[config.mk]
export PLATFORM = sky130hd
export DESIGN_NAME = cave_control_top
export DESIGN_NICKNAME = d
export VERILOG_FILES = /design/src/hw/cave_pkg.sv /design/src/hw/cave_control_top.sv /design/src/hw/option_decoder.sv /design/src/hw/player_input_merge.sv /design/src/hw/pll_reset_supervisor.sv /design/src/hw/ps2_key_tracker.sv /design/src/hw/reset_sync.sv
export VERILOG_INCLUDE_DIRS = /design/src /design/src/hw
export SDC_FILE = /design/constraint.sdc
export NUM_CORES = 1
export LEC_CHECK = 0
export BUFFER_PORTS_ARGS = -buffer_cell sky130_fd_sc_hd__clkbuf_2
export CORE_ASPECT_RATIO = 1.75
export CORE_MARGIN = 2
export CORE_UTILIZATION = 48
export DETAILED_ROUTE_END_ITERATION = 10
export PLACE_DENSITY = 0.89
export SLEW_MARGIN = 5
export SYNTH_ARGS = -nofsm -noshare
export SYNTH_HDL_FRONTEND = slang
export SYNTH_HIERARCHICAL = 1
export SYNTH_SLANG_ARGS = --single-unit
[constraint.sdc]
create_clock -name clk_sys -period 3.28 [get_ports clk_sys]
set_input_delay 0.656 -clock clk_sys [delete_from_list [all_inputs] [get_ports clk_sys]]
set_output_delay 0.656 -clock clk_sys [all_outputs]
set_load 0.01 [all_outputs]
[src/hw/cave_config.svh]
////////////////////////////////////////////////////////////
// Widths, reset timing and status bit positions for the control block
// Scan codes are PS/2 set 2 make codes without the E0 prefix
////////////////////////////////////////////////////////////
`ifndef CAVE_CONFIG_SVH
`define CAVE_CONFIG_SVH

// Host word widths
`define CAVE_STATUS_W 32
`define CAVE_JOY_W 32
// Toggle at bit 10, pressed at bit 9, scan code in 7:0
`define CAVE_PS2_W 11

// Reset timing in clk_sys cycles
`define CAVE_PLL_RST_CYCLES 256
`define CAVE_RESET_STAGES 2

// Menu status bit positions
`define CAVE_ST_RESET 0
`define CAVE_ST_WIDE 1
`define CAVE_ST_ROTATE 2
`define CAVE_ST_FLIP 3
`define CAVE_ST_FX_LO 4
`define CAVE_ST_COMPAT 7
`define CAVE_ST_DISABLE_LO 10
`define CAVE_ST_GAME_LO 18
`define CAVE_ST_OFFX_LO 24
`define CAVE_ST_OFFY_LO 28

// Mapped keyboard scan codes
`define CAVE_KEY_UP 8'h75
`define CAVE_KEY_DOWN 8'h72
`define CAVE_KEY_LEFT 8'h6B
`define CAVE_KEY_RIGHT 8'h74
`define CAVE_KEY_CTRL 8'h14
`define CAVE_KEY_ALT 8'h11
`define CAVE_KEY_SHIFT 8'h12
`define CAVE_KEY_SPACE 8'h29
`define CAVE_KEY_1 8'h16
`define CAVE_KEY_2 8'h1E
`define CAVE_KEY_5 8'h2E
`define CAVE_KEY_6 8'h36
`define CAVE_KEY_9 8'h46
`define CAVE_KEY_0 8'h45
`define CAVE_KEY_A 8'h1C
`define CAVE_KEY_S 8'h1B
`define CAVE_KEY_Q 8'h15
`define CAVE_KEY_R 8'h2D
`define CAVE_KEY_F 8'h2B
`define CAVE_KEY_D 8'h23
`define CAVE_KEY_G 8'h34
`define CAVE_KEY_P 8'h4D
`define CAVE_KEY_W 8'h1D

`endif

[src/hw/cave_pkg.sv]
////////////////////////////////////////////////////////////
// Packed types for player inputs, game options and video mode
// Field order is MSB first as declared
////////////////////////////////////////////////////////////
`default_nettype none

package cave_pkg;

  // Held key state, one bit per mapped scan code
  typedef struct packed {
    logic key_up;
    logic key_down;
    logic key_left;
    logic key_right;
    logic key_ctrl;
    logic key_alt;
    logic key_shift;
    logic key_space;
    logic key_1;
    logic key_2;
    logic key_5;
    logic key_6;
    logic key_9;
    logic key_0;
    logic key_a;
    logic key_s;
    logic key_q;
    logic key_r;
    logic key_f;
    logic key_d;
    logic key_g;
    logic key_p;
    logic key_w;
  } key_state_t;

  // One player, button 4 in the top bit of buttons
  typedef struct packed {
    logic       up;
    logic       down;
    logic       left;
    logic       right;
    logic [3:0] buttons;
    logic       start;
    logic       coin;
    logic       pause;
  } player_t;

  typedef struct packed {
    player_t player_1;
    player_t player_2;
    logic    service_1;
    logic    service_2;
  } player_inputs_t;

  // Game options, enables are active high
  typedef struct packed {
    logic [3:0] offset_x;
    logic [3:0] offset_y;
    logic       rotate;
    logic       flip;
    logic       compatibility;
    logic       en_sprite;
    logic       en_layer_0;
    logic       en_layer_1;
    logic       en_layer_2;
    logic       en_row_scroll;
    logic       en_row_select;
    logic       en_fb_sprite;
    logic       en_fb_system;
    logic [3:0] game_index;
  } options_t;

  // HDMI aspect ratio and scaler controls
  typedef struct packed {
    logic [12:0] arx;
    logic [12:0] ary;
    logic [1:0]  scanline;
    logic        scandoubler;
    logic        hq2x;
  } video_mode_t;

endpackage

`default_nettype wire

[src/hw/cave_control_top.sv]
////////////////////////////////////////////////////////////
// Control front end of the arcade core, single clk_sys domain
// All inputs are expected synchronous to clk_sys except RESET
////////////////////////////////////////////////////////////
`timescale 1ns/1ps
`default_nettype none
`include "cave_config.svh"

module cave_control_top (
  input  logic                       clk_sys,
  input  logic                       RESET,
  input  logic                       pll_locked,
  input  logic [`CAVE_PS2_W-1:0]     ps2_key,
  input  logic [`CAVE_JOY_W-1:0]     joystick_0,
  input  logic [`CAVE_JOY_W-1:0]     joystick_1,
  input  logic [`CAVE_STATUS_W-1:0]  status,
  input  logic                       forced_scandoubler,
  input  logic                       user_reset,
  output logic                       rst_pll,
  output logic                       rst_sys,
  output logic                       rst_cpu,
  output cave_pkg::player_inputs_t   players,
  output cave_pkg::options_t         options,
  output cave_pkg::video_mode_t      video_mode
);

  import cave_pkg::*;

  logic       sys_reset_in;
  logic       cpu_reset_in;
  key_state_t keys;

  ////////////////////////////////////////////////////////////
  // Clock and reset
  ////////////////////////////////////////////////////////////
  // System held while PLL is unlocked
  assign sys_reset_in = RESET | ~pll_locked;
  // CPU also follows menu reset and host button
  assign cpu_reset_in = sys_reset_in | status[`CAVE_ST_RESET] | user_reset;

  pll_reset_supervisor u_pll_sup (
    .clk_sys    (clk_sys),
    .RESET      (RESET),
    .pll_locked (pll_locked),
    .rst_pll    (rst_pll)
  );

  reset_sync u_sys_sync (
    .clk_sys   (clk_sys),
    .reset_in  (sys_reset_in),
    .reset_out (rst_sys)
  );

  reset_sync u_cpu_sync (
    .clk_sys   (clk_sys),
    .reset_in  (cpu_reset_in),
    .reset_out (rst_cpu)
  );

  ////////////////////////////////////////////////////////////
  // Controls and options
  ////////////////////////////////////////////////////////////
  ps2_key_tracker u_keys (
    .clk_sys (clk_sys),
    .RESET   (rst_sys),
    .ps2_key (ps2_key),
    .keys    (keys)
  );

  player_input_merge u_merge (
    .clk_sys    (clk_sys),
    .RESET      (rst_sys),
    .keys       (keys),
    .joystick_0 (joystick_0),
    .joystick_1 (joystick_1),
    .players    (players)
  );

  option_decoder u_options (
    .clk_sys            (clk_sys),
    .RESET              (rst_sys),
    .status             (status),
    .forced_scandoubler (forced_scandoubler),
    .options            (options),
    .video_mode         (video_mode)
  );

endmodule

`default_nettype wire

[src/hw/option_decoder.sv]
////////////////////////////////////////////////////////////
// Decodes the menu status word into options and video mode
// fx codes above 4 have no menu entry
////////////////////////////////////////////////////////////
`timescale 1ns/1ps
`default_nettype none
`include "cave_config.svh"

module option_decoder (
  input  logic                       clk_sys,
  input  logic                       RESET,
  input  logic [`CAVE_STATUS_W-1:0]  status,
  input  logic                       forced_scandoubler,
  output cave_pkg::options_t         options,
  output cave_pkg::video_mode_t      video_mode
);

  import cave_pkg::*;

  logic [2:0]  fx;
  logic [2:0]  fx_m1;
  logic [7:0]  disables;
  options_t    options_next;
  video_mode_t video_next;

  assign fx       = status[`CAVE_ST_FX_LO +: 3];
  assign fx_m1    = fx - 3'd1;
  assign disables = status[`CAVE_ST_DISABLE_LO +: 8];

  ////////////////////////////////////////////////////////////
  // Game options
  ////////////////////////////////////////////////////////////
  always_comb begin
    options_next.offset_x      = status[`CAVE_ST_OFFX_LO +: 4];
    options_next.offset_y      = status[`CAVE_ST_OFFY_LO +: 4];
    options_next.rotate        = status[`CAVE_ST_ROTATE];
    options_next.flip          = status[`CAVE_ST_FLIP];
    options_next.compatibility = status[`CAVE_ST_COMPAT];
    // Menu bits are disables, core wants enables
    options_next.en_sprite     = ~disables[0];
    options_next.en_layer_0    = ~disables[1];
    options_next.en_layer_1    = ~disables[2];
    options_next.en_layer_2    = ~disables[3];
    options_next.en_row_scroll = ~disables[4];
    options_next.en_row_select = ~disables[5];
    options_next.en_fb_sprite  = ~disables[6];
    options_next.en_fb_system  = ~disables[7];
    options_next.game_index    = status[`CAVE_ST_GAME_LO +: 4];
  end

  ////////////////////////////////////////////////////////////
  // Video mode
  ////////////////////////////////////////////////////////////
  always_comb begin
    // Wide beats rotate
    if (status[`CAVE_ST_WIDE]) begin
      video_next.arx = 13'd16;
      video_next.ary = 13'd9;
    end else if (status[`CAVE_ST_ROTATE]) begin
      video_next.arx = 13'd3;
      video_next.ary = 13'd4;
    end else begin
      video_next.arx = 13'd4;
      video_next.ary = 13'd3;
    end
    // fx 2..4 map to CRT 25, 50 and 75 percent
    video_next.scanline    = (fx != 3'd0) ? fx_m1[1:0] : 2'd0;
    video_next.scandoubler = (fx != 3'd0) || forced_scandoubler;
    video_next.hq2x        = fx == 3'd1;
  end

  always_ff @(posedge clk_sys or posedge RESET) begin
    if (RESET) begin
      options    <= '0;
      video_mode <= '0;
    end else begin
      options    <= options_next;
      video_mode <= video_next;
    end
  end

  a_fx_range : assert property (
    @(posedge clk_sys) disable iff (RESET) fx <= 3'd4
  );

endmodule

`default_nettype wire

[src/hw/player_input_merge.sv]
////////////////////////////////////////////////////////////
// Registered OR of keyboard and joystick into player inputs
// Player 2 pause has no key and comes from the joystick only
////////////////////////////////////////////////////////////
`timescale 1ns/1ps
`default_nettype none
`include "cave_config.svh"

module player_input_merge (
  input  logic                        clk_sys,
  input  logic                        RESET,
  input  cave_pkg::key_state_t        keys,
  input  logic [`CAVE_JOY_W-1:0]      joystick_0,
  input  logic [`CAVE_JOY_W-1:0]      joystick_1,
  output cave_pkg::player_inputs_t    players
);

  import cave_pkg::*;

  localparam int JOY_SERVICE = 11;

  player_t        key_p1;
  player_t        key_p2;
  player_inputs_t players_next;

  // Joystick bits 10 down to 0 into player order
  function automatic player_t joy_to_player(input logic [`CAVE_JOY_W-1:0] joy);
    player_t p;
    p.right   = joy[0];
    p.left    = joy[1];
    p.down    = joy[2];
    p.up      = joy[3];
    p.buttons = joy[7:4];
    p.start   = joy[8];
    p.coin    = joy[9];
    p.pause   = joy[10];
    return p;
  endfunction

  // Keyboard layouts of both players
  assign key_p1 = '{up: keys.key_up, down: keys.key_down, left: keys.key_left,
                    right: keys.key_right,
                    buttons: {keys.key_shift, keys.key_space, keys.key_alt, keys.key_ctrl},
                    start: keys.key_1, coin: keys.key_5, pause: keys.key_p};
  assign key_p2 = '{up: keys.key_r, down: keys.key_f, left: keys.key_d,
                    right: keys.key_g,
                    buttons: {keys.key_w, keys.key_q, keys.key_s, keys.key_a},
                    start: keys.key_2, coin: keys.key_6, pause: 1'b0};

  always_comb begin
    players_next.player_1  = player_t'(key_p1 | joy_to_player(joystick_0));
    players_next.player_2  = player_t'(key_p2 | joy_to_player(joystick_1));
    players_next.service_1 = keys.key_9 | joystick_0[JOY_SERVICE];
    players_next.service_2 = keys.key_0 | joystick_1[JOY_SERVICE];
  end

  always_ff @(posedge clk_sys or posedge RESET) begin
    if (RESET) begin
      players <= '0;
    end else begin
      players <= players_next;
    end
  end

endmodule

`default_nettype wire

[src/hw/pll_reset_supervisor.sv]
////////////////////////////////////////////////////////////
// Holds the PLL reset after a falling lock for a fixed cycle count
// pll_locked must already be synchronous to clk_sys
////////////////////////////////////////////////////////////
`timescale 1ns/1ps
`default_nettype none
`include "cave_config.svh"

module pll_reset_supervisor (
  input  logic clk_sys,
  input  logic RESET,
  input  logic pll_locked,
  output logic rst_pll
);

  localparam int CNT_W = $clog2(`CAVE_PLL_RST_CYCLES);

  logic             locked_q;
  logic [CNT_W-1:0] count;

  // Lock was high last edge and is low now
  logic lock_lost;
  assign lock_lost = locked_q && !pll_locked;

  always_ff @(posedge clk_sys or posedge RESET) begin
    if (RESET) begin
      locked_q <= 1'b0;
      count    <= '0;
      rst_pll  <= 1'b0;
    end else begin
      locked_q <= pll_locked;
      if (lock_lost) begin
        // Restart the pulse, also mid pulse
        count   <= CNT_W'(`CAVE_PLL_RST_CYCLES - 1);
        rst_pll <= 1'b1;
      end else if (count != '0) begin
        count <= count - 1'b1;
      end else begin
        rst_pll <= 1'b0;
      end
    end
  end

  // Pulse covers the whole countdown
  a_rst_during_count : assert property (
    @(posedge clk_sys) disable iff (RESET) (count != '0) |-> rst_pll
  );

endmodule

`default_nettype wire

[src/hw/ps2_key_tracker.sv]
////////////////////////////////////////////////////////////
// Held key state from the toggle strobed PS/2 key word
// Extended prefix is ignored and unmapped codes are dropped
////////////////////////////////////////////////////////////
`timescale 1ns/1ps
`default_nettype none
`include "cave_config.svh"

module ps2_key_tracker (
  input  logic                    clk_sys,
  input  logic                    RESET,
  input  logic [`CAVE_PS2_W-1:0]  ps2_key,
  output cave_pkg::key_state_t    keys
);

  import cave_pkg::*;

  // PS/2 word layout
  localparam int TOGGLE_BIT  = `CAVE_PS2_W - 1;
  localparam int PRESSED_BIT = `CAVE_PS2_W - 2;

  logic       toggle_q;
  logic       ps2_event;
  logic       pressed;
  logic [7:0] code;
  key_state_t keys_next;

  assign pressed = ps2_key[PRESSED_BIT];
  assign code    = ps2_key[7:0];

  // New event on any toggle change
  assign ps2_event = ps2_key[TOGGLE_BIT] != toggle_q;

  ////////////////////////////////////////////////////////////
  // Scan code decode
  ////////////////////////////////////////////////////////////
  always_comb begin
    keys_next = keys;
    if (ps2_event) begin
      case (code)
        `CAVE_KEY_UP:    keys_next.key_up    = pressed;
        `CAVE_KEY_DOWN:  keys_next.key_down  = pressed;
        `CAVE_KEY_LEFT:  keys_next.key_left  = pressed;
        `CAVE_KEY_RIGHT: keys_next.key_right = pressed;
        `CAVE_KEY_CTRL:  keys_next.key_ctrl  = pressed;
        `CAVE_KEY_ALT:   keys_next.key_alt   = pressed;
        `CAVE_KEY_SHIFT: keys_next.key_shift = pressed;
        `CAVE_KEY_SPACE: keys_next.key_space = pressed;
        `CAVE_KEY_1:     keys_next.key_1     = pressed;
        `CAVE_KEY_2:     keys_next.key_2     = pressed;
        `CAVE_KEY_5:     keys_next.key_5     = pressed;
        `CAVE_KEY_6:     keys_next.key_6     = pressed;
        `CAVE_KEY_9:     keys_next.key_9     = pressed;
        `CAVE_KEY_0:     keys_next.key_0     = pressed;
        `CAVE_KEY_A:     keys_next.key_a     = pressed;
        `CAVE_KEY_S:     keys_next.key_s     = pressed;
        `CAVE_KEY_Q:     keys_next.key_q     = pressed;
        `CAVE_KEY_R:     keys_next.key_r     = pressed;
        `CAVE_KEY_F:     keys_next.key_f     = pressed;
        `CAVE_KEY_D:     keys_next.key_d     = pressed;
        `CAVE_KEY_G:     keys_next.key_g     = pressed;
        `CAVE_KEY_P:     keys_next.key_p     = pressed;
        `CAVE_KEY_W:     keys_next.key_w     = pressed;
        // Unmapped code, state kept
        default: ;
      endcase
    end
  end

  always_ff @(posedge clk_sys or posedge RESET) begin
    if (RESET) begin
      toggle_q <= 1'b0;
      keys     <= '0;
    end else begin
      toggle_q <= ps2_key[TOGGLE_BIT];
      keys     <= keys_next;
    end
  end

  // An unknown toggle would fake or hide events
  a_toggle_known : assert property (
    @(posedge clk_sys) disable iff (RESET) !$isunknown(ps2_key[TOGGLE_BIT])
  );

endmodule

`default_nettype wire

[src/hw/reset_sync.sv]
////////////////////////////////////////////////////////////
// Asynchronous assert, synchronous release of a reset
// reset_in may come from any domain or combinational logic
////////////////////////////////////////////////////////////
`timescale 1ns/1ps
`default_nettype none
`include "cave_config.svh"

module reset_sync (
  input  logic clk_sys,
  input  logic reset_in,
  output logic reset_out
);

  localparam int STAGES = `CAVE_RESET_STAGES;

  // Chain of flops, all set while reset_in is high
  logic [STAGES-1:0] sync_chain;

  always_ff @(posedge clk_sys or posedge reset_in) begin
    if (reset_in) begin
      sync_chain <= '1;
    end else begin
      // Zeros walk towards the output
      sync_chain <= sync_chain << 1;
    end
  end

  // Last stage drives the synchronized reset
  assign reset_out = sync_chain[STAGES-1];

  // Output may never release ahead of its source
  a_no_early_release : assert property (
    @(posedge clk_sys) reset_in |-> reset_out
  );

endmodule

`default_nettype wire

==> summary.md <==
| Metric | Value |
|---|---|
| Status | `finished, final reports clean` |
| Placed Instances | `478` |
| Worst path slowest cell | `or4b_4` |
| Post-CTS Setup Bufs | `0` |
| Post-synthesis register bit count | `93` |
| CP max stage delay | `520 ps` |
| CP Data Arrival Time | `2190 ps` |
| Root Driver | `clkbuf_16` |
| # IOs | `192` |
| Synth unique cells | `38` |
| Die Width | `69.6 um` |
| Post-Layout Cell Count | `494` |
| Final wirelength | `7.07 mm` |
| Fin. Hold Viols | `0` |
| CTS tree | `built` |
| Worst VDD drop | `372 uV` |
| Routability cong. | `0.847` |
| Total negative slack | `0 ps` |
| DIE HEIGHT | `119 um` |
| Pre-CTS setup slack | `1300 ps` |
| Leak pwr | `2.31 nW` |
| Avg WL per Cell | `14.3 um` |
| HPWL after DPL | `5.51 mm` |
| Fillers | `564` |
| Fin nets | `516` |
| Antenna viol nets, final | `0` |
| Number of enable flip-flop cells after synthesis | `0` |
| Worst slew margin | `0.262` |
| Min Tclk post-route | `1920 ps` |
| Final setup viols | `0` |
| Row count | `41` |
| Port bufs | `128` |
| Reg clk slew, reported paths | `60 ps` |
| CTS resizes | `0` |
| Core Area | `7230 um2` |
| Max-cap violations | `0` |
| RSZ-0062 raised after global routing | `false` |
| Cts hold-fix bufs | `0` |
| Drt pass-1 iters | `4` |
| Syn Area/Cell | `13.2 um2` |
| Clock Skew | `7.19 ps` |
| Antenna violations before repair | `0` |
| Share of cells above drive strength 1 | `0.397` |
| Crit. End Element | `flip-flop` |
| Total GRT Usage | `0.177` |
| Die ar. | `8260 um2` |
| Reg2reg setup slack | `1360 ps` |
| Top FF cell, synth | `dfrtp_1` |
| Initial Util | `0.499` |
| Num Clock Sinks | `93` |
| Final critical-path share of the clock period | `0.584` |
| Sequential element share of the synthesized area | `0.646` |
| Critical-path cell list | `inv_1 -> ha_1 -> or4b_4 -> or4b_1 -> nand3_1` |
| CP Launch Type | `flip-flop` |
| HP Class | `input pin to asynchronous set/reset pin` |
| Antenna cell count | `0` |
| Setup CP Type | `flip-flop to flip-flop` |
| Via count | `2435` |
| Mapped Cells | `274` |
| H-Tree Level Count | `3` |
| WP data required | `3550 ps` |
| Hold_ws | `289 ps` |
| DRT iter0 DRCs | `195` |
| Fin worst setup slack | `1360 ps` |
| Critical R2R Capture | `u_pll_sup/count[6]$_DFFE_PP0P_` |
| First-pass GRT wire length | `11.1 mm` |
| Max Transition Viols Final | `0` |
| Cts bufs inserted | `9` |
| Largest net degree at the start of global routing | `32` |
| Max Fclk | `522 MHz` |
| Post-synthesis async set-or-reset flop share | `1.00` |
| Clock buffer depth | `2` |
| Worst-skew pair later-pin latency | `340 ps` |
| Synthesis warning total | `6` |
| Worst R2R Path Depth | `5` |
| Vias per cell | `4.93` |
| # DRC | `0` |
| Global route total overflow | `0` |
| Syn-to-layout area delta | `25.5%` |
| Critical R2R Launch | `u_pll_sup/count[0]$_DFFE_PP0P_` |
| Pwr Density | `551 nW/um2` |
| Syn Std Cell Area | `3610 um2` |
| Number of global-route vias before repair | `2335` |
| Worst-Margin Slew | `1110 ps` |
| Crit-path max FO | `6` |
==> cells in the mapped netlist, types with 3 or more instances <==
master,count,area share
a21oi_1,3,0.0042
and2_1,3,0.0052
buf_4,22,0.046
clkbuf_1,3,0.0031
conb_1,3,0.0031
dfrtp_1,89,0.62
dfstp_2,4,0.029
inv_1,18,0.019
mux2_1,19,0.059
mux2_2,4,0.012
nand2_1,3,0.0031
nand2b_1,3,0.0052
nand3_1,15,0.021
nand4_1,11,0.019
nor2_1,6,0.0062
nor2b_1,5,0.0087
o211ai_1,3,0.0062
o21ai_0,5,0.0069
o31ai_1,4,0.0083
or2_1,23,0.040
==> layout make-up <==
class	count	area [um2]	area share
clock buffers	13	280	0.0618
flip-flops and latches	93	2330	0.515
multi-input cells	152	1080	0.238
inverters	18	67.6	0.0149
repair buffers	129	648	0.143
clock inverters	3	17.5	0.00387
well taps	86	108	0.0237
==> sequential cells by signal, summed over array words and instances (netlist names) <==
| signal | count |
|---|---|
| u_keys/toggle_q | 1 |
| u_keys/keys | 23 |
| u_pll_sup/locked_q | 1 |
| u_cpu_sync/sync_chain | 2 |
| u_merge/players | 24 |
| u_options/options | 23 |
| u_pll_sup/count | 8 |
| u_pll_sup/rst_pll | 1 |
| u_options/video_mode | 8 |
| u_sys_sync/sync_chain | 2 |
==> report_power, final <==
part           switching [mW]  internal [mW]  total, mW  leakage, nW
Combinational           0.138          0.104      0.241         1.05
Sequential             0.0431           1.22       1.26         1.11
Clock                   0.399          0.593      0.992        0.148
==> per-layer routing <==
layer / share of wire / up-vias / track usage
li1: - / 1140 / -
met1: 0.34 / 1155 / 0.186
met2: 0.56 / 129 / 0.313
met3: 0.077 / 11 / 0.0494
met4: 0.022 / 0 / 0.0956
met5: 0 / - / 0
==> layout by cell type (no fill, tap or decap) <==
master | Yosys | routed
clkinv_2 | 0 | 2
mux2_2 | 4 | 4
or4b_4 | 1 | 1
or4_1 | 2 | 2
o21ai_0 | 5 | 5
a21oi_1 | 3 | 3
dfrtp_1 | 89 | 89
o21ai_2 | 1 | 1
clkinvlp_4 | 0 | 1
buf_4 | 22 | 1
nand2_1 | 3 | 3
clkbuf_8 | 0 | 4
mux2_1 | 19 | 19
nand4_1 | 11 | 11
o31ai_1 | 4 | 4
or4b_1 | 2 | 2
or2_1 | 23 | 23
and4bb_2 | 2 | 2
ha_1 | 1 | 1
conb_1 | 3 | 20
inv_1 | 18 | 18
nor4b_4 | 2 | 2
nor2_1 | 6 | 6
and4b_1 | 2 | 2
and2_1 | 3 | 3
nand3_1 | 15 | 15
nor2b_1 | 5 | 5
nor4bb_1 | 2 | 2
nor4b_2 | 1 | 1
xor2_1 | 1 | 1
clkbuf_16 | 0 | 9
nor3_1 | 2 | 2
dfstp_2 | 4 | 4
o211ai_1 | 3 | 3
or4_2 | 1 | 1
clkbuf_2 | 0 | 128
nor4b_1 | 2 | 2
nand2b_1 | 3 | 3
nor2_2 | 1 | 1
or3_1 | 2 | 2
==> per-stage QoR <==
stage / utilization / total power, mW / area [um2]
after floorplan: - / 1.43 / 3680
after global placement: 0.585 / 1.51 / 4230
after detailed placement: 0.585 / 1.53 / 4230
after CTS: 0.627 / 2.53 / 4530
after global routing: 0.627 / 2.61 / 4530
final: 0.627 / 2.50 / 4530
==> how the worst max path moves through the flow <==
stage	start	endpoint	slack, ps
4_1_cts	u_pll_sup/count[0]$_DFFE_PP0P_	u_pll_sup/count[6]$_DFFE_PP0P_	1380
2_1_floorplan	u_pll_sup/count[0]$_DFFE_PP0P_	u_pll_sup/count[6]$_DFFE_PP0P_	1520
5_1_grt	u_pll_sup/count[0]$_DFFE_PP0P_	u_pll_sup/count[6]$_DFFE_PP0P_	1300
3_3_place_gp	ps2_key[0]	u_keys/keys[9]$_DFFE_PP0P_	1310
6_report	u_pll_sup/count[0]$_DFFE_PP0P_	u_pll_sup/count[6]$_DFFE_PP0P_	1360
3_5_place_dp	ps2_key[7]	u_keys/keys[0]$_DFFE_PP0P_	1300
==> worst max-delay path: cells and delay by family, from the launching register on <==
kind,cells,cell delay [ps]
flops,1,400
simple gates,3,1130
buf+inv,1,90
fa+ha+maj,1,230
==> cell families after synthesis <==
group | share of synthesized area
AO/OA/AOI/OAI | 0.0281
XOR/XNOR | 0.00243
adder cells (fa/ha/maj) | 0.00346
buffers and inverters | 0.0734
flip-flops | 0.646
multiplexers | 0.0717
other | 0.00312
AND/OR/NAND/NOR | 0.172
No activity file was read; power rests on OpenSTA's default activity.
